### config.mk
export PLATFORM = sky130hd
export DESIGN_NAME = glb_host_ctrl
export DESIGN_NICKNAME = d
export VERILOG_FILES = /design/src/glb_pkg.sv /design/src/glb_host_ctrl.sv
export SDC_FILE = /design/constraint.sdc
export NUM_CORES = 1
export LEC_CHECK = 0
export BUFFER_PORTS_ARGS = -buffer_cell sky130_fd_sc_hd__buf_4
export CORE_AREA = 5 5 84 86
export DETAILED_ROUTE_END_ITERATION = 10
export DIE_AREA = 0 0 89 91
export PLACE_DENSITY_LB_ADDON = 0.2
export SETUP_SLACK_MARGIN = 0.15
export SLEW_MARGIN = 40
export SYNTH_ARGS = -nofsm -noshare
export SYNTH_HDL_FRONTEND = slang
export SYNTH_SLANG_ARGS = --single-unit
### constraint.sdc
create_clock -name clk -period 1.5 [get_ports clk]
set_clock_uncertainty 0.1 [all_clocks]
set_input_delay 0.3 -clock clk [delete_from_list [all_inputs] [get_ports clk]]
set_output_delay 0.3 -clock clk [all_outputs]
set_load 0.02 [all_outputs]
### src/glb_pkg.sv
`default_nettype none

package glb_pkg;

    // bank geometry
    localparam int BANK_DATA_WIDTH = 64;
    localparam int GLB_ADDR_WIDTH = 8;
    localparam int BANK_DEPTH = 2 ** GLB_ADDR_WIDTH;
    localparam int NUM_BANKS = 2;
    // request to response, in clock cycles
    localparam int BANK_RD_LATENCY = 2;

    // cgra config bus, addr sits in the upper half of a bank word
    localparam int CGRA_CFG_ADDR_WIDTH = 32;
    localparam int CGRA_CFG_DATA_WIDTH = 32;

    // word count 0..256
    localparam int MAX_NUM_CFGS_WIDTH = 9;

    // dma reads in flight, counter has headroom
    localparam int DMA_OUTST_WIDTH = $clog2(BANK_RD_LATENCY + 2);

    // merge fifos
    localparam int MERGE_FIFO_DEPTH = 8;
    localparam int MERGE_STALL_LEVEL = 4;
    localparam int MERGE_PTR_WIDTH = $clog2(MERGE_FIFO_DEPTH);
    localparam int MERGE_CNT_WIDTH = $clog2(MERGE_FIFO_DEPTH + 1);

    // bank read request
    typedef struct packed {
        logic                      rd_en;
        logic [GLB_ADDR_WIDTH-1:0] rd_addr;
    } rdrq_packet_t;

    // bank read response
    typedef struct packed {
        logic                       rd_data_valid;
        logic [BANK_DATA_WIDTH-1:0] rd_data;
    } rdrs_packet_t;

    // one cgra config register write
    typedef struct packed {
        logic                           cfg_wr_en;
        logic [CGRA_CFG_ADDR_WIDTH-1:0] cfg_addr;
        logic [CGRA_CFG_DATA_WIDTH-1:0] cfg_data;
    } cgra_cfg_t;

    // run description per dma
    typedef struct packed {
        logic [GLB_ADDR_WIDTH-1:0]     start_addr;
        logic [MAX_NUM_CFGS_WIDTH-1:0] num_cfgs;
    } dma_pc_header_t;

    typedef enum logic {
        HOST_WRITE = 1'b0,
        HOST_START = 1'b1
    } host_op_e;

    // host command, bank and addr only matter for writes
    typedef struct packed {
        host_op_e                   op;
        logic                       bank;
        logic [GLB_ADDR_WIDTH-1:0]  addr;
        logic [BANK_DATA_WIDTH-1:0] data;
    } host_cmd_t;

    // host side bank write
    typedef struct packed {
        logic                       wr_en;
        logic [GLB_ADDR_WIDTH-1:0]  wr_addr;
        logic [BANK_DATA_WIDTH-1:0] wr_data;
    } bank_wr_t;

    typedef enum logic [1:0] {
        HC_IDLE = 2'd0,
        HC_RUN  = 2'd1,
        HC_ACK  = 2'd2
    } host_state_e;

    typedef enum logic [1:0] {
        DMA_IDLE  = 2'd0,
        DMA_RUN   = 2'd1,
        DMA_DRAIN = 2'd2
    } dma_state_e;

endpackage

`default_nettype wire

### src/glb_host_ctrl.sv
`timescale 1ns/1ps
`default_nettype none

module glb_host_ctrl import glb_pkg::*; (
    input  logic      clk,
    input  logic      reset,
    // four-phase command port
    input  logic      host_req,
    input  host_cmd_t host_cmd,
    output logic      host_ack,
    // one write port per bank
    output bank_wr_t  bank_wr [NUM_BANKS],
    // run control
    output logic      pc_start_pulse,
    input  logic      pc_done_pulse
);

    host_state_e state;
    logic        ack_q;

    // command accepted this cycle
    logic req_write;
    logic req_start;

    // only decoded while idle, so each lasts a single cycle
    assign req_write = (state == HC_IDLE) && host_req && (host_cmd.op == HOST_WRITE);
    assign req_start = (state == HC_IDLE) && host_req && (host_cmd.op == HOST_START);

    assign pc_start_pulse = req_start;

    // addr and data fan out, wr_en only to the selected bank
    always_comb begin
        for (int i = 0; i < NUM_BANKS; i++) begin
            bank_wr[i].wr_en   = req_write && (host_cmd.bank == 1'(i));
            bank_wr[i].wr_addr = host_cmd.addr;
            bank_wr[i].wr_data = host_cmd.data;
        end
    end

    always_ff @(posedge clk or posedge reset) begin
        if (reset) begin
            state <= HC_IDLE;
            ack_q <= 1'b0;
        end else begin
            case (state)
                HC_IDLE: begin
                    if (req_write) begin
                        // bank takes the word on this edge, ack follows
                        state <= HC_ACK;
                    end else if (req_start) begin
                        state <= HC_RUN;
                    end
                end
                HC_RUN: begin
                    // ack the cycle after the run completes
                    if (pc_done_pulse) begin
                        state <= HC_ACK;
                        ack_q <= 1'b1;
                    end
                end
                HC_ACK: begin
                    // hold ack until the host lets go of req
                    if (ack_q && !host_req) begin
                        state <= HC_IDLE;
                        ack_q <= 1'b0;
                    end else begin
                        ack_q <= 1'b1;
                    end
                end
                default: begin
                    state <= HC_IDLE;
                    ack_q <= 1'b0;
                end
            endcase
        end
    end

    assign host_ack = ack_q;

endmodule

`default_nettype wire

==> results by group <==
Timing
  – Final slew viol count: 0
  – Tcrit/Tclk final: 107%
  – Setup TNS: -0.222 ns
  – Final setup viols: 3
  – Final WS setup: -0.110 ns
  – RSZ-0062 raised after global routing: yes
  – Peak Freq: about 620 MHz
  – Worst slew pin tran: ~0.25 ns
  – Fin. Hold Viols: 0
  – Min Clock Period, post-route: between 1.5 and 2 ns
  – Slew HR: a little over 80%

Floorplan
  – Core area: between 6000 and 7000 um2
  – Die ar.: 8100 um2
  – Die W: around 89 um
  – Rows: 29
  – IO Pins: approximately 230
  – Starting density of the core: a little over a fifth
  – Die H: a little over 90 um

Routing
  – DR vias/cell: approximately 3.2
  – DRC marker count from the first detailed-route iteration: 5
  – Total number of vias: slightly above 400
  – Drt first pass iters: 2
  – WL final: just under 2000 um
  – WL per Instance: 15.7 um
  – Post-route ant nets: 0
  – DRC Markers: 0

Placed design
  – Placed cell area: 478 um2
  – Worst slack, placed: 0.0484 ns
  – RePlAce Congestion: 0.737
  – PortBufs: 9
  – HPWL after detailed placement: 1560 um

Clocking
  – Maximum root-to-sink buffer count: 2
  – CTS tree: yes
  – Number of CTS-inserted buffers: 3
  – Root Buffer: clkbuf_8
  – H-tree levels: 1
  – Clock slew at reported path FFs: about 0.03 ns
  – CTS sink cnt: 3
  – Skew-Pair Late Insertion Delay: between 0.2 and 0.25 ns

Global routing
  – Largest net degree at the start of global routing: 6
  – GRT Overall Usage: 4.80%
  – Vias in the first global route: 482
  – Grt ovf: 0
  – Initial antenna violation count: 0
  – First-pass GRT wire length: roughly 2800 um

Cells and area
  – Ant. Diodes: 0
  – Layout net count: 131
  – Register area: between 70 and 80 um2
  – Post-route cell area: about 660 um2
  – Area delta synth->final: -50.6%
  – Multi-input combinational cell area: approximately 280 um2
  – Layout cells sized above 1: between 70% and 80%
  – Number of fill cells: about 700

Setup path
  – R2R Setup Slk: 0.02 ns
  – Crit-path max FO: 4
  – Critical Path AT: 1.21 ns
  – Crit end category: output port
  – Startpoint types: register
  – Crit Path Class: register to output port
  – Critical Path RT: about 1.1 ns

Synth
  – Top cells by area, synth: buf_4 (81%), dfrtp_1 (5.6%), ha_1 (2.8%)
  – Sequential area share after synthesis: 5.61%
  – Post-Synthesis Cell Area: 1340 um2
  – Post-Syn Nets: 252
  – Post-synthesis compound-gate area fraction: ~4.7%
  – Yosys warning count: 0
  – Yosys cell types: 18
  – Post-Synth Adder-Cell Area: 2.81%
  – Post-Syn Instances: between 150 and 200
  – Post-synthesis register bit count: 3
  – Post-synthesis simple-gate area fraction: 4.96%
  – Synth Area per Inst: between 7 and 8 um2
  – Share of the synthesized area in the top cell type: between 80% and 90%
  – Area leader, netlist: buf_4
  – Proportion of synthesized area in mux cells: 0%
  – Main combinational cell family by area after synthesis: buffers and inverters
  – Synth Area in XOR/XNOR: 0%

Power
  – PwrDens: 1870 nW/um2
  – LEAKAGE: between 0.2 and 0.3 nW
  – VDD IR max: 0.393 mV

Min path
  – Min-delay worst type: primary input to register

Outcome
  – Failing checks: setup timing
  – Run status: finished, violations left

Flow run
  – Max-Cap Viols: 0
[kinds of logic (layout without fill, tap and decap cells)]
| family | count (synthesis) | after routing |
|---|---|---|
| fa+ha+maj | 3 | 3 |
| simple gates | 10 | 10 |
| buf+inv | 148 | 26 |
| flops | 3 | 3 |
| compound gates | 7 | 7 |
[sequential cells by signal, indices dropped and copies added, names as in the netlist]
signal,flops
state,2
host_ack,1
[cell usage after synthesis]
master,instances
a21oi_1,2
a221oi_2,1
a2bb2oi_2,1
and3_2,1
buf_4,144
dfrtp_1,3
ha_1,3
inv_1,4
nand2_1,3
nand2b_1,1
nand2b_4,1
nand4b_1,1
nor2b_1,1
nor3_1,1
nor3b_1,1
o21ai_0,1
o2bb2ai_1,1
o311ai_1,1
[through the flow]
step / util, % / cells / hold slack, ns / power, mW
after floorplan: - / 171 / -0.0464 / 1.10
after global placement: 7.70 / 115 / 0.0858 / 0.707
after detailed placement: 7.70 / 115 / 0.0869 / 0.697
after CTS: 10.3 / 125 / 0.323 / 1.19
after global routing: 10.6 / 126 / 0.394 / 1.32
final: 10.6 / 126 / 0.378 / 1.24
[critical path: stages (launching register included)]
cell and delay [ns]:
dfrtp_1 0.37, inv_2 0.08, ha_4 0.16, nand2_4 0.06, nor3b_4 0.18, buf_6 0.14
[what timing repair did]
item                                    4_1_cts  5_1_grt
pin swaps                                     3        1
hold endpoints to repair                      3        0
setup buffers                                 5        1
gates resized for setup                      13        2
hold buffers                                  1        0
endpoints found under the setup margin        5        6
cloned                                        0        0
[worst paths after layout]
| kind | startpoint | to | depth (start not counted) |
|---|---|---|---|
| worst max-delay path | state[1] | bank_wr[72] | 5 |
| worst min-delay path | pc_done_pulse | host_ack | 3 |
| worst max register to register | state[0] | state[1] | 6 |
| worst min register to register | host_ack | host_ack | 2 |
| max in group asynchronous | reset | host_ack | 3 |
| min in group asynchronous | reset | state[1] | 3 |
[layer usage]
| metal | share of wire (%) | up-vias | GRT usage, % |
|---|---|---|---|
| li1 | - | 144 | - |
| met1 | 18 | 155 | 2.07 |
| met2 | 44 | 70 | 6.06 |
| met3 | 27 | 34 | 6.33 |
| met4 | 11 | 0 | 7.32 |
| met5 | 0 | - | 0 |
[power breakdown]
part           total (mW)  internal, mW  leakage (nW)  switching, mW
registers           0.147         0.118        0.0387         0.0287
clock network       0.238         0.182        0.0228         0.0566
logic               0.853         0.467         0.200          0.386
[area by class of cell]
class,instances,area share [%]
sequential,3,11.4
timing repair buffer,18,22.5
tap,77,14.6
clock buffer,4,6.82
inverter,4,2.27
multi-input combinational,20,42.4
[placed cells by master, fill, tap and decap left out]
cell           instances
inv_2                  2
a2bb2oi_2              1
nor2b_4                1
clkbuf_1               1
a221oi_4               1
nand4b_1               1
nand2b_1               1
buf_4                 14
nand2_4                1
o2bb2ai_2              1
dfrtp_1                3
and3_2                 1
buf_6                  3
nand2b_4               1
nand2_1                2
nor3_4                 1
dlygate4sd3_1          1
clkbuf_8               3
inv_1                  2
nor3b_4                1
a21oi_1                2
ha_4                   3
o21ai_2                1
o311ai_4               1
(Power assumes the default switching activity.)
