$ cat config.mk
export PLATFORM = sky130hd
export DESIGN_NAME = pc_dma
export DESIGN_NICKNAME = d
export VERILOG_FILES = /design/src/glb_pkg.sv /design/src/pc_dma.sv
export SDC_FILE = /design/constraint.sdc
export NUM_CORES = 1
export LEC_CHECK = 0
export ABC_AREA = 1
export BUFFER_PORTS_ARGS = -buffer_cell sky130_fd_sc_hd__buf_2
export CAP_MARGIN = 20
export CORE_UTILIZATION = 30
export CTS_BUF_LIST = sky130_fd_sc_hd__clkbuf_4 sky130_fd_sc_hd__clkbuf_8
export CTS_CLUSTER_SIZE = 24
export DETAILED_ROUTE_END_ITERATION = 12
export HOLD_SLACK_MARGIN = 0.1
export PLACE_DENSITY_LB_ADDON = 0.15
export SYNTH_ARGS = -nofsm -noshare
export SYNTH_HDL_FRONTEND = slang
export SYNTH_SLANG_ARGS = --single-unit
$ cat constraint.sdc
create_clock -name clk -period 1.56 [get_ports clk]
set_clock_uncertainty 0.1 [all_clocks]
set_input_delay 0.312 -clock clk [delete_from_list [all_inputs] [get_ports clk]]
set_output_delay 0.312 -clock clk [all_outputs]
set_load 0.02 [all_outputs]
$ cat src/glb_pkg.sv
`default_nettype none

package glb_pkg;

    // bank geometry
    localparam int BANK_DATA_WIDTH = 64;
    localparam int GLB_ADDR_WIDTH = 8;
    localparam int BANK_DEPTH = 2 ** GLB_ADDR_WIDTH;
    localparam int NUM_BANKS = 2;
    // request to response, in clock cycles
    localparam int BANK_RD_LATENCY = 2;

    // cgra config bus, addr sits in the upper half of a bank word
    localparam int CGRA_CFG_ADDR_WIDTH = 32;
    localparam int CGRA_CFG_DATA_WIDTH = 32;

    // word count 0..256
    localparam int MAX_NUM_CFGS_WIDTH = 9;

    // dma reads in flight, counter has headroom
    localparam int DMA_OUTST_WIDTH = $clog2(BANK_RD_LATENCY + 2);

    // merge fifos
    localparam int MERGE_FIFO_DEPTH = 8;
    localparam int MERGE_STALL_LEVEL = 4;
    localparam int MERGE_PTR_WIDTH = $clog2(MERGE_FIFO_DEPTH);
    localparam int MERGE_CNT_WIDTH = $clog2(MERGE_FIFO_DEPTH + 1);

    // bank read request
    typedef struct packed {
        logic                      rd_en;
        logic [GLB_ADDR_WIDTH-1:0] rd_addr;
    } rdrq_packet_t;

    // bank read response
    typedef struct packed {
        logic                       rd_data_valid;
        logic [BANK_DATA_WIDTH-1:0] rd_data;
    } rdrs_packet_t;

    // one cgra config register write
    typedef struct packed {
        logic                           cfg_wr_en;
        logic [CGRA_CFG_ADDR_WIDTH-1:0] cfg_addr;
        logic [CGRA_CFG_DATA_WIDTH-1:0] cfg_data;
    } cgra_cfg_t;

    // run description per dma
    typedef struct packed {
        logic [GLB_ADDR_WIDTH-1:0]     start_addr;
        logic [MAX_NUM_CFGS_WIDTH-1:0] num_cfgs;
    } dma_pc_header_t;

    typedef enum logic {
        HOST_WRITE = 1'b0,
        HOST_START = 1'b1
    } host_op_e;

    // host command, bank and addr only matter for writes
    typedef struct packed {
        host_op_e                   op;
        logic                       bank;
        logic [GLB_ADDR_WIDTH-1:0]  addr;
        logic [BANK_DATA_WIDTH-1:0] data;
    } host_cmd_t;

    // host side bank write
    typedef struct packed {
        logic                       wr_en;
        logic [GLB_ADDR_WIDTH-1:0]  wr_addr;
        logic [BANK_DATA_WIDTH-1:0] wr_data;
    } bank_wr_t;

    typedef enum logic [1:0] {
        HC_IDLE = 2'd0,
        HC_RUN  = 2'd1,
        HC_ACK  = 2'd2
    } host_state_e;

    typedef enum logic [1:0] {
        DMA_IDLE  = 2'd0,
        DMA_RUN   = 2'd1,
        DMA_DRAIN = 2'd2
    } dma_state_e;

endpackage

`default_nettype wire

$ cat src/pc_dma.sv
`timescale 1ns/1ps
`default_nettype none

module pc_dma import glb_pkg::*; (
    input  logic           clk,
    input  logic           reset,
    // run control
    input  logic           pc_start_pulse,
    input  dma_pc_header_t cfg_header,
    // back-pressure from the merge
    input  logic           stall,
    // bank read side
    output rdrq_packet_t   rdrq_packet,
    input  rdrs_packet_t   rdrs_packet,
    // config write stream to the merge
    output cgra_cfg_t      cgra_cfg,
    output logic           dma_done
);

    dma_state_e state;

    // words still to request, next word address
    logic [MAX_NUM_CFGS_WIDTH-1:0] cnt;
    logic [GLB_ADDR_WIDTH-1:0]     addr;

    // registered read request
    logic                      rd_en_q;
    logic [GLB_ADDR_WIDTH-1:0] rd_addr_q;

    // reads sent but not yet answered
    logic [DMA_OUTST_WIDTH-1:0] outstanding;

    // registered response word
    logic                       cfg_valid_q;
    logic [BANK_DATA_WIDTH-1:0] cfg_word_q;

    // one read per cycle unless stalled
    logic issue;

    assign issue = (state == DMA_RUN) && (cnt != '0) && !stall;

    // run fsm, start only taken while idle
    always_ff @(posedge clk or posedge reset) begin
        if (reset) begin
            state <= DMA_IDLE;
            cnt   <= '0;
            addr  <= '0;
        end else begin
            case (state)
                DMA_IDLE: begin
                    if (pc_start_pulse) begin
                        state <= DMA_RUN;
                        cnt   <= cfg_header.num_cfgs;
                        addr  <= cfg_header.start_addr;
                    end
                end
                DMA_RUN: begin
                    if (cnt == '0) begin
                        state <= DMA_DRAIN;
                    end else if (issue) begin
                        cnt  <= cnt - 1'b1;
                        // one word per step, wraps inside the bank
                        addr <= addr + 1'b1;
                    end
                end
                DMA_DRAIN: begin
                    // wait for the tail of the read pipeline
                    if (dma_done) begin
                        state <= DMA_IDLE;
                    end
                end
                default: begin
                    state <= DMA_IDLE;
                end
            endcase
        end
    end

    // request valid and in-flight count
    always_ff @(posedge clk or posedge reset) begin
        if (reset) begin
            rd_en_q     <= 1'b0;
            outstanding <= '0;
            cfg_valid_q <= 1'b0;
        end else begin
            rd_en_q     <= issue;
            outstanding <= outstanding + DMA_OUTST_WIDTH'(rd_en_q)
                         - DMA_OUTST_WIDTH'(rdrs_packet.rd_data_valid);
            cfg_valid_q <= rdrs_packet.rd_data_valid;
        end
    end

    // request address and response word
    always_ff @(posedge clk) begin
        rd_addr_q <= addr;
        if (rdrs_packet.rd_data_valid) begin
            cfg_word_q <= rdrs_packet.rd_data;
        end
    end

    assign rdrq_packet.rd_en = rd_en_q;
    assign rdrq_packet.rd_addr = rd_addr_q;

    // upper half is the register address, lower half the data
    assign cgra_cfg.cfg_wr_en = cfg_valid_q;
    assign cgra_cfg.cfg_addr = cfg_word_q[CGRA_CFG_DATA_WIDTH +: CGRA_CFG_ADDR_WIDTH];
    assign cgra_cfg.cfg_data = cfg_word_q[CGRA_CFG_DATA_WIDTH-1:0];

    // done once nothing is in flight and the last write has left
    assign dma_done = (state == DMA_DRAIN) && (outstanding == '0) && !cfg_valid_q;

endmodule

`default_nettype wire

==> results.md <==
* Setup crit end kind: primary output
* Post-synthesis cell type count at 28
* Clock latency at the later pin of the worst-skew pair at 0.36 ns
* DR top layer: met4
* FMAX at 601.2 MHz
* DR WL/cell at 13.81 microns
* Hold path start: cfg_header[10]
* Clock slew at reported path FFs at 0.09 ns
* Worst flop-to-flop path endpoint: cnt[2]
* Final GP Congestion at 0.7626
* Std-Cell Rows at 39
* Failing checks: design-rule violations, negative setup slack
* Detailed Routing Iterations Pass 1 at 8
* Maxcap violations at 0
* Synthesized netlist net count at 369
* Final count of pins violating max slew at 0
* Cell Area, Synth at 0.003567 sq mm
* Most common cell after layout, fill and taps aside: buf_2
* Area leader, netlist: edfxtp_1
* Cell area after layout at 0.005812 sq mm
* Worst Setup SP: outstanding[1]
* Simple-gate share of the synthesized area at 14.98%
* Synth Area in Compound Gates at 3.753%
* Num ports at 161
* Setup repair after global routing missed its margin: true
* Hold Worst Slack at 0.1572 ns
* Commonest cells after routing, fill and taps aside: buf_2, dlygate4sd3_1, edfxtp_1, nand2_1, buf_4
* Via Count at 2,981
* Longest Clk Path Bufs at 2
* Critical path arrival at 1.25 ns
* Residual DRC at 40
* Startpoint Class: flip-flop
* Die ar. at 0.01233 sq mm
* Diodes inserted at 0
* Yosys warnings at 0
* Hold EP: addr[1]
* GR Overflow Total at 0
* Final hold vios at 0
* Setup ws final at -0.1034 ns
* Seq cells post-synth at 95
* IO Port Bufs at 160
* Starting density of the core at 30.98%
* M1 WL at 3948 microns
* Vias in the first global route at 3,052
* Largest net degree at the start of global routing at 45
* Area Growth Syn to Fin at 62.93%
* Power per cell area at 1477 mW/mm^2
* CTS root buf: clkbuf_8
* Tot GR Track Use at 15.93%
* Post-synthesis sequential area ratio at 74.50%
* Synth Area in Adders at 1.403%
* Layout cells sized above 1 at 46.35%
* Filler cells at 1,051
* XOR/XNOR share of the synthesized area at 0.9821%
* Main area contributors after synthesis: edfxtp_1, dfrtp_1, nand2_1
* Storage element area at 0.002658 sq mm
* First-pass GRT wire length at 15,110 microns
* Final wirelength at 9540 microns
* Die Ht at 111.0 microns
* Mapped Cells at 279
* Antenna violations before repair at 0
* CP required at 1.15 ns
* DRT antenna net count at 0
* Area taken by multi-input logic gates at 937.1 sq um
* Clk sinks at 95
* Post-DR vias/cell at 4.314
* Cell Area, Placed at 0.004636 sq mm
* Final #Nets at 633
* CTS tree: yes
* Crit-path max FO at 2
* Placeable Area at 0.01152 sq mm
* Cts bufs inserted at 9
* Detailed placer's ending HPWL at 6016 microns
* Final setup fails at 1
* Min Tclk post-route at 1.663 ns
* Iteration-0 DRC Markers at 171
* Hold Path Class: in2reg
* Reg-to-reg slack, setup at 0.03 ns
* Largest family of logic cells by synthesized area: simple AND/OR/NAND/NOR gates
* Fin util at 50.47%
* Mux cell area share after synthesis at 0%
* Hold depth at 5
* Slew margin rel. at 77.82%
* Reg2reg start: state[1]
* DR WL met3 at 807 microns
* Leak at 2.736 nW
* Critical path type: reg2out
* Chip width at 111.0 microns
* Total Neg Setup Slack at -0.1034 ns
* Peak VDD IR at 0.0005993 V
* Slew at the pin closest to its max-slew limit at 0.3327 ns
* Outcome: complete, but fails checks
* CTS H-tree lvls at 3
* Synthesized area per cell at 12.79 sq um
* Routed wl met2 at 4679 microns
* Crit share post-route at 106.6%
* Synth top area share at 53.88%
* Worst Reg-to-Reg Cells at 7
kinds of logic after synthesis:
logic type	after synthesis
buf+inv	34
flops	95
xor+xnor	4
simple gates	122
compound gates	20
fa+ha+maj	4
how the worst max path moves through the flow:
stage	end	cells past startpoint
floorplan	cnt[1]	10
global placement	cnt[4]	9
detailed placement	cnt[4]	9
CTS	dma_done	4
global route	dma_done	4
finish	dma_done	2
cell type report:
type / instances / area share (%)
multi-input cells: 153 / 16.12
flip-flops and latches: 95 / 45.73
inverters: 25 / 1.701
clock inverters: 5 / 0.7320
clock buffers: 11 / 2.390
repair buffers: 259 / 30.25
well taps: 143 / 3.079
what timing repair did:
item / in CTS / in global routing
setup buffers: 19 / 3
endpoints found under the setup margin: 18 / 19
pin swaps: 7 / 12
resized for setup: 14 / 28
gates cloned: 3 / 1
hold buffers: 65 / 0
hold endpoints to repair: 87 / 0
synthesized netlist by cell type:
library cell and n:
nand2_1 78, o22ai_1 1, a31oi_1 2, a21oi_1 1, nand4_1 1, buf_6 2
nand3_2 2, o21ai_2 8, or2_2 1, o21ai_0 8, nand2_4 1, ha_1 4
nor2_2 2, nand2_2 3, dfxtp_1 8, inv_2 3, nor2_1 9, inv_1 22
clkbuf_1 2, buf_2 2, buf_4 3, dfrtp_1 23, edfxtp_1 64, xor2_1 1
xnor2_1 3, nand3_1 23, nor4_1 1, nor2_4 1
critical path, cell delays in order (launching register included):
cell	delay (ns)
dfrtp_1	0.42
nor4_4	0.29
buf_4	0.19
report_power, final:
| group | internal, W | switching, W | leakage (nW) |
|---|---|---|---|
| logic | 0.00151 | 0.00206 | 1.67 |
| clock network | 0.000630 | 0.000872 | 0.0909 |
| registers | 0.00320 | 0.000306 | 0.979 |
registers in the layout (all words and copies together), names as in the netlist:
signal       flops
outstanding      2
addr             8
state            2
cfg_word_q      64
rd_en_q          1
cnt              9
rd_addr_q        8
cfg_valid_q      1
routing by layer:
metal / vias to the layer above / track usage [%]
met4: 0 / 4.865
met3: 9 / 4.702
li1: 1476 / -
met5: - / 0
met1: 1384 / 18.50
met2: 112 / 28.26
stage by stage:
stage               setup slack (ns)  instances  power [W]
finish                       -0.1034        691   0.008582
global route                 -0.1981        691   0.009160
CTS                          -0.1734        691   0.008306
detailed placement          -0.05647        589   0.006253
global placement            -0.02502        589   0.006195
floorplan                    0.02785        279   0.005375
(Power assumes the default switching activity.)
