`config.mk`:
```
export PLATFORM = sky130hd
export DESIGN_NAME = cfg_merge
export DESIGN_NICKNAME = d
export VERILOG_FILES = /design/src/glb_pkg.sv /design/src/cfg_merge.sv
export SDC_FILE = /design/constraint.sdc
export NUM_CORES = 1
export LEC_CHECK = 0
export BUFFER_PORTS_ARGS = -buffer_cell sky130_fd_sc_hd__buf_2
export CAP_MARGIN = 20
export CORE_ASPECT_RATIO = 1.25
export CORE_MARGIN = 5
export CORE_UTILIZATION = 50
export CTS_CLUSTER_SIZE = 28
export DETAILED_ROUTE_END_ITERATION = 16
export GPL_TIMING_DRIVEN = 0
export PLACE_DENSITY = 0.74
export SYNTH_ARGS = -nofsm -noshare
export SYNTH_HDL_FRONTEND = slang
export SYNTH_SLANG_ARGS = --single-unit
```
`constraint.sdc`:
```
create_clock -name clk -period 9.25 [get_ports clk]
set_input_delay 0.4625 -clock clk [delete_from_list [all_inputs] [get_ports clk]]
set_output_delay 0.4625 -clock clk [all_outputs]
set_load 0.03 [all_outputs]
```
`src/glb_pkg.sv`:
```
`default_nettype none

package glb_pkg;

    // bank geometry
    localparam int BANK_DATA_WIDTH = 64;
    localparam int GLB_ADDR_WIDTH = 8;
    localparam int BANK_DEPTH = 2 ** GLB_ADDR_WIDTH;
    localparam int NUM_BANKS = 2;
    // request to response, in clock cycles
    localparam int BANK_RD_LATENCY = 2;

    // cgra config bus, addr sits in the upper half of a bank word
    localparam int CGRA_CFG_ADDR_WIDTH = 32;
    localparam int CGRA_CFG_DATA_WIDTH = 32;

    // word count 0..256
    localparam int MAX_NUM_CFGS_WIDTH = 9;

    // dma reads in flight, counter has headroom
    localparam int DMA_OUTST_WIDTH = $clog2(BANK_RD_LATENCY + 2);

    // merge fifos
    localparam int MERGE_FIFO_DEPTH = 8;
    localparam int MERGE_STALL_LEVEL = 4;
    localparam int MERGE_PTR_WIDTH = $clog2(MERGE_FIFO_DEPTH);
    localparam int MERGE_CNT_WIDTH = $clog2(MERGE_FIFO_DEPTH + 1);

    // bank read request
    typedef struct packed {
        logic                      rd_en;
        logic [GLB_ADDR_WIDTH-1:0] rd_addr;
    } rdrq_packet_t;

    // bank read response
    typedef struct packed {
        logic                       rd_data_valid;
        logic [BANK_DATA_WIDTH-1:0] rd_data;
    } rdrs_packet_t;

    // one cgra config register write
    typedef struct packed {
        logic                           cfg_wr_en;
        logic [CGRA_CFG_ADDR_WIDTH-1:0] cfg_addr;
        logic [CGRA_CFG_DATA_WIDTH-1:0] cfg_data;
    } cgra_cfg_t;

    // run description per dma
    typedef struct packed {
        logic [GLB_ADDR_WIDTH-1:0]     start_addr;
        logic [MAX_NUM_CFGS_WIDTH-1:0] num_cfgs;
    } dma_pc_header_t;

    typedef enum logic {
        HOST_WRITE = 1'b0,
        HOST_START = 1'b1
    } host_op_e;

    // host command, bank and addr only matter for writes
    typedef struct packed {
        host_op_e                   op;
        logic                       bank;
        logic [GLB_ADDR_WIDTH-1:0]  addr;
        logic [BANK_DATA_WIDTH-1:0] data;
    } host_cmd_t;

    // host side bank write
    typedef struct packed {
        logic                       wr_en;
        logic [GLB_ADDR_WIDTH-1:0]  wr_addr;
        logic [BANK_DATA_WIDTH-1:0] wr_data;
    } bank_wr_t;

    typedef enum logic [1:0] {
        HC_IDLE = 2'd0,
        HC_RUN  = 2'd1,
        HC_ACK  = 2'd2
    } host_state_e;

    typedef enum logic [1:0] {
        DMA_IDLE  = 2'd0,
        DMA_RUN   = 2'd1,
        DMA_DRAIN = 2'd2
    } dma_state_e;

endpackage

`default_nettype wire

```
`src/cfg_merge.sv`:
```
`timescale 1ns/1ps
`default_nettype none

module cfg_merge import glb_pkg::*; (
    input  logic                 clk,
    input  logic                 reset,
    input  logic                 pc_start_pulse,
    // per-dma streams
    input  cgra_cfg_t            dma_cfg [NUM_BANKS],
    input  logic [NUM_BANKS-1:0] dma_done,
    output logic [NUM_BANKS-1:0] stall,
    // single cgra config bus
    output cgra_cfg_t            cgra_cfg,
    output logic                 pc_done_pulse
);

    // per-source circular buffers
    cgra_cfg_t                  fifo_mem [NUM_BANKS][MERGE_FIFO_DEPTH];
    logic [MERGE_PTR_WIDTH-1:0] wr_ptr [NUM_BANKS];
    logic [MERGE_PTR_WIDTH-1:0] rd_ptr [NUM_BANKS];
    logic [MERGE_CNT_WIDTH-1:0] count [NUM_BANKS];

    logic [NUM_BANKS-1:0] push;
    logic [NUM_BANKS-1:0] pop;
    logic [NUM_BANKS-1:0] nonempty;

    // round-robin pointer to the source served last
    logic last_sel;
    logic sel;

    // sticky per-dma done flags and run state
    logic [NUM_BANKS-1:0] done_flag;
    logic                 run_active;
    logic                 run_finish;
    logic                 pc_done_q;

    // output register
    logic      out_valid;
    cgra_cfg_t out_entry;

    always_comb begin
        for (int i = 0; i < NUM_BANKS; i++) begin
            push[i]     = dma_cfg[i].cfg_wr_en;
            nonempty[i] = (count[i] != '0);
            // headroom for words already past the dma's decision point
            stall[i]    = (count[i] >= MERGE_STALL_LEVEL);
        end
        // alternate when both have work and otherwise take whoever has it
        if (&nonempty) begin
            sel = ~last_sel;
        end else begin
            sel = nonempty[1];
        end
        for (int i = 0; i < NUM_BANKS; i++) begin
            pop[i] = (|nonempty) && (sel == 1'(i));
        end
    end

    // fifo storage and the outgoing entry
    always_ff @(posedge clk) begin
        for (int i = 0; i < NUM_BANKS; i++) begin
            if (push[i]) begin
                fifo_mem[i][wr_ptr[i]] <= dma_cfg[i];
            end
        end
        if (|pop) begin
            out_entry <= fifo_mem[sel][rd_ptr[sel]];
        end
    end

    // pointers wrap freely since the depth is a power of two
    always_ff @(posedge clk or posedge reset) begin
        if (reset) begin
            for (int i = 0; i < NUM_BANKS; i++) begin
                wr_ptr[i] <= '0;
                rd_ptr[i] <= '0;
                count[i]  <= '0;
            end
            last_sel  <= 1'b1;
            out_valid <= 1'b0;
        end else begin
            for (int i = 0; i < NUM_BANKS; i++) begin
                wr_ptr[i] <= wr_ptr[i] + MERGE_PTR_WIDTH'(push[i]);
                rd_ptr[i] <= rd_ptr[i] + MERGE_PTR_WIDTH'(pop[i]);
                count[i]  <= count[i] + MERGE_CNT_WIDTH'(push[i])
                           - MERGE_CNT_WIDTH'(pop[i]);
            end
            if (|pop) begin
                last_sel <= sel;
            end
            out_valid <= |pop;
        end
    end

    // all dmas finished and every buffered word sent
    assign run_finish = run_active && (&done_flag) && !(|nonempty);

    // start wins over a same-cycle done
    always_ff @(posedge clk or posedge reset) begin
        if (reset) begin
            done_flag  <= '0;
            run_active <= 1'b0;
            pc_done_q  <= 1'b0;
        end else begin
            if (pc_start_pulse) begin
                done_flag  <= '0;
                run_active <= 1'b1;
            end else begin
                done_flag <= done_flag | dma_done;
                if (run_finish) begin
                    run_active <= 1'b0;
                end
            end
            // one pulse per run
            pc_done_q <= run_finish && !pc_start_pulse;
        end
    end

    assign cgra_cfg.cfg_wr_en = out_valid;
    assign cgra_cfg.cfg_addr = out_entry.cfg_addr;
    assign cgra_cfg.cfg_data = out_entry.cfg_data;
    assign pc_done_pulse = pc_done_q;

endmodule

`default_nettype wire

```
==> impl_metrics.ini <==
[setup_path]
cp.required_ns = 9.62
worstPathArrival_ns = 3.49
worstSetupPathType = reg -> reg
worst-path-max-fanout = 10
crit_path_max_incr_delay_ns = 0.84
crit_path_top_delay_cell = a211oi_1
critical_path.endpoint_type = flop
path_cells = buf_2, clkinv_1, clkbuf_1, a211oi_1, a2bb2oi_1
cp-start-kind = flop
crit_buf_inv = 3
rrSetupSlack_ns = 6.13
crit_family = buffers and inverters

[pwr]
power_density_nw_per_um2 = 338
netSwitchingFraction = 0.333
p_int_mw = 11.2
clkPwrFrac = 0.260
total_power_mw = 16.7
p_comb_frac = 0.332
cellLeakagePower_nw = 16.6
seqPwrFrac = 0.408
ir_drop_uv = 187
power_switching_mw = 5.57

[sta]
setup_viol = 0
slew_headroom = 0.222
hold_viol_final = 0
timing.final.crit_share = 0.338
skew_ns = 0.0207
worst_slew_pin_slew_ns = 1.16
post-route-min-period_ns = 3.12
hold_ws_ns = 0.0486
maxSlewViolCount = 0
rsz0062_at_grt = no
max_freq_mhz = 320

[finish]
final_area_sq_um = 49500
final_cells = 3622
nets = 2575
register_area_sq_um = 33300
multi_input_area_sq_um = 8450
drive_above_1_share = 0.296
syn_to_final_growth_pct = 16.8
num-fill-cells = 5805

[place]
place_area_sq_um = 46000
io_buffers = 202
dp_cells = 3404
hpwlAfterDp_mm = 71.0
routabilityCongestion = 0.803

[global_route]
grt_pass1_wl_mm = 154
antenna_found_initial = 33
top_usage_layer = met2
grt-ovfl-total = 0
grtUsageMet1 = 0.299
grt_use_met2 = 0.389
grt_use_met3 = 0.0480
grt_start_max_net_pins = 47
grt_use_total = 0.232
first_global_vias = 22700

[synth]
seq_area_frac_synth = 0.786
synth_edf_count = 1088
synth-main-ff-cell = edfxtp_1
synth_nets = 2202
synth-seq-cells = 1114
yosysWarnings = 0
synthArstFlopShare = 0.0233
syn_area_sq_um = 42400
avgSynthCellArea_sq_um = 20.7
syn_inst = 2051
synth.distinct_cells = 51

[cts]
cts_root_buffer = clkbuf_16
clkLatencyLatePin_ns = 0.65
tritoncts.num_buffers = 105
cts_sinks = 1114
clk_pin_slew_worst_paths_ns = 0.06
cts_tree = built
cts_max_level = 3
clock_path_buffers = 3

[floorplan]
coreArea_sq_um = 84100
die-area_sq_um = 90700
die_h_um = 336
num_rows = 119
die_w_um = 270
num_io_pins = 203
initial_core_util = 0.504

[drt]
drc = 0
wl_per_cell_um = 29.3
drt-total-wl_mm = 106
vias = 21900
via_per_inst = 6.06
firstDrtPassIters = 7
drt_iter0_drc = 2883
drtAntennaViolNets = 0

[run_status]
status = completed

[flow_run]
drv_cap = 0

[worst_hold_path]
min_path_type = in -> reg
worst register-to-register path, stage by stage (launching register included):
cell	delay (ns)
dfrtp_1	0.43
buf_2	0.35
clkinv_1	0.53
clkbuf_1	0.51
a211oi_1	0.85
a2bb2oi_1	0.18
cell usage after synthesis, types with 9 or more instances:
library cell / count / share of area
o22ai_1: 15 / 0.0022
nor2_1: 42 / 0.0037
buf_2: 49 / 0.0058
buf_6: 16 / 0.0043
nand2b_1: 10 / 0.0015
ha_1: 14 / 0.0041
a221oi_1: 22 / 0.0045
and3_1: 29 / 0.0043
clkbuf_1: 28 / 0.0025
mux2_2: 26 / 0.0069
nand3_1: 16 / 0.0019
a31oi_1: 47 / 0.0069
buf_4: 13 / 0.0023
mux2i_1: 53 / 0.013
a2bb2oi_1: 11 / 0.0023
a211oi_1: 27 / 0.0048
inv_1: 9 / 0.00080
nand2_1: 181 / 0.016
mux4_2: 195 / 0.10
nor2b_1: 19 / 0.0028
a221o_1: 11 / 0.0026
dfrtp_1: 25 / 0.015
a21oi_1: 12 / 0.0014
edfxtp_1: 1088 / 0.77
o21ai_0: 25 / 0.0030
path summary, 6_finish.rpt:
| check | start | end | cells past startpoint |
|---|---|---|---|
| max in group asynchronous | reset | last_sel$_DFFE_PP1P_ | 4 |
| worst max register to register | rd_ptr[2]$_DFF_PP0_ | cgra_cfg[8]$_DFFE_PP_ | 5 |
| min in group asynchronous | reset | rd_ptr[0]$_DFF_PP0_ | 3 |
| worst max-delay path | rd_ptr[2]$_DFF_PP0_ | cgra_cfg[8]$_DFFE_PP_ | 5 |
| worst min-delay path | dma_done[0] | done_flag[0]$_DFF_PP0_ | 3 |
| worst min register to register | done_flag[0]$_DFF_PP0_ | done_flag[0]$_DFF_PP0_ | 2 |
layer usage:
layer	vias to the layer above	share of wire
met4	16	0.044
met1	11300	0.36
met2	1186	0.50
met3	211	0.095
met5	-	0.00084
li1	9188	-
per-stage QoR:
| step | util | setup WS, ns | setup TNS [ns] |
|---|---|---|---|
| after floorplan | - | 3.76 | 0 |
| after global placement | 0.532 | -0.916 | -209.86 |
| after detailed placement | 0.546 | 6.14 | 0 |
| after CTS | 0.588 | 6.15 | 0 |
| after global routing | 0.588 | 6.16 | 0 |
| final | 0.589 | 6.13 | 0 |
layout by cell type, fill, tap and decap left out, types with 6 or more instances in the layout:
cell type and count:
ha_1 14, mux2_2 26, clkinv_1 27, buf_16 9
buf_6 39, diode_2 20, nor2_4 12, nand3_1 16
clkinv_2 19, a31oi_1 47, a221o_1 11, clkinvlp_4 8
mux2i_1 53, and3_1 29, edfxtp_1 1088, nor2_1 30
buf_1 6, buf_8 6, a2bb2oi_1 11, clkbuf_16 106
dfrtp_1 25, nand2_1 180, nand2b_1 10, xor2_1 8
a22oi_1 6, mux4_2 195, a21oi_1 12, buf_2 251
buf_4 13, a211oi_1 27, o22ai_1 15, buf_12 26
clkbuf_1 46, a221oi_1 22, bufinv_16 16, o21ai_0 25
inv_1 9, nor2b_1 19
final cells by class:
cell class | count | share of cell area
diodes | 20 | 0.00101
plain buffers | 114 | 0.0138
clock buffers | 124 | 0.0549
clock inverters | 72 | 0.0155
inverters | 11 | 0.000834
multi-input cells | 812 | 0.171
flip-flops and latches | 1114 | 0.673
well taps | 1089 | 0.0275
repair buffers | 266 | 0.0427
sequential cells by signal (all words and copies together), names as in the netlist, 2 cells and up:
signal	cells
fifo_mem	1024
cgra_cfg	64
wr_ptr	6
done_flag	2
rd_ptr	6
count	8
power by group through the flow:
stage / combinational [mW] / sequential, mW / clock, mW
3_5_place_dp: 5.56 / 6.92 / 0
5_1_grt: 5.86 / 6.88 / 4.62
6_report: 5.55 / 6.83 / 4.35
2_1_floorplan: 3.11 / 7.18 / 0
3_3_place_gp: 5.21 / 7.04 / 0
4_1_cts: 5.61 / 6.83 / 4.39
cells by family after synthesis:
| kind of cell | Yosys count | share of synthesized area |
|---|---|---|
| buffers and inverters | 125 | 0.0172 |
| adders and majority gates | 16 | 0.00508 |
| xor gates and xnor gates | 10 | 0.00207 |
| AOI/OAI and AO/OA | 187 | 0.0313 |
| DFF | 1114 | 0.786 |
| and+or+nand+nor | 325 | 0.0351 |
| muxes | 274 | 0.123 |
what timing repair did:
| action | CTS | global route |
|---|---|---|
| hold buffers | 2 | 0 |
| hold endpoints to repair | 6 | 0 |
| buffers inserted | 0 | 0 |
| resized for setup | 0 | 0 |
Note: power is estimated with default switching activity, not from simulation.
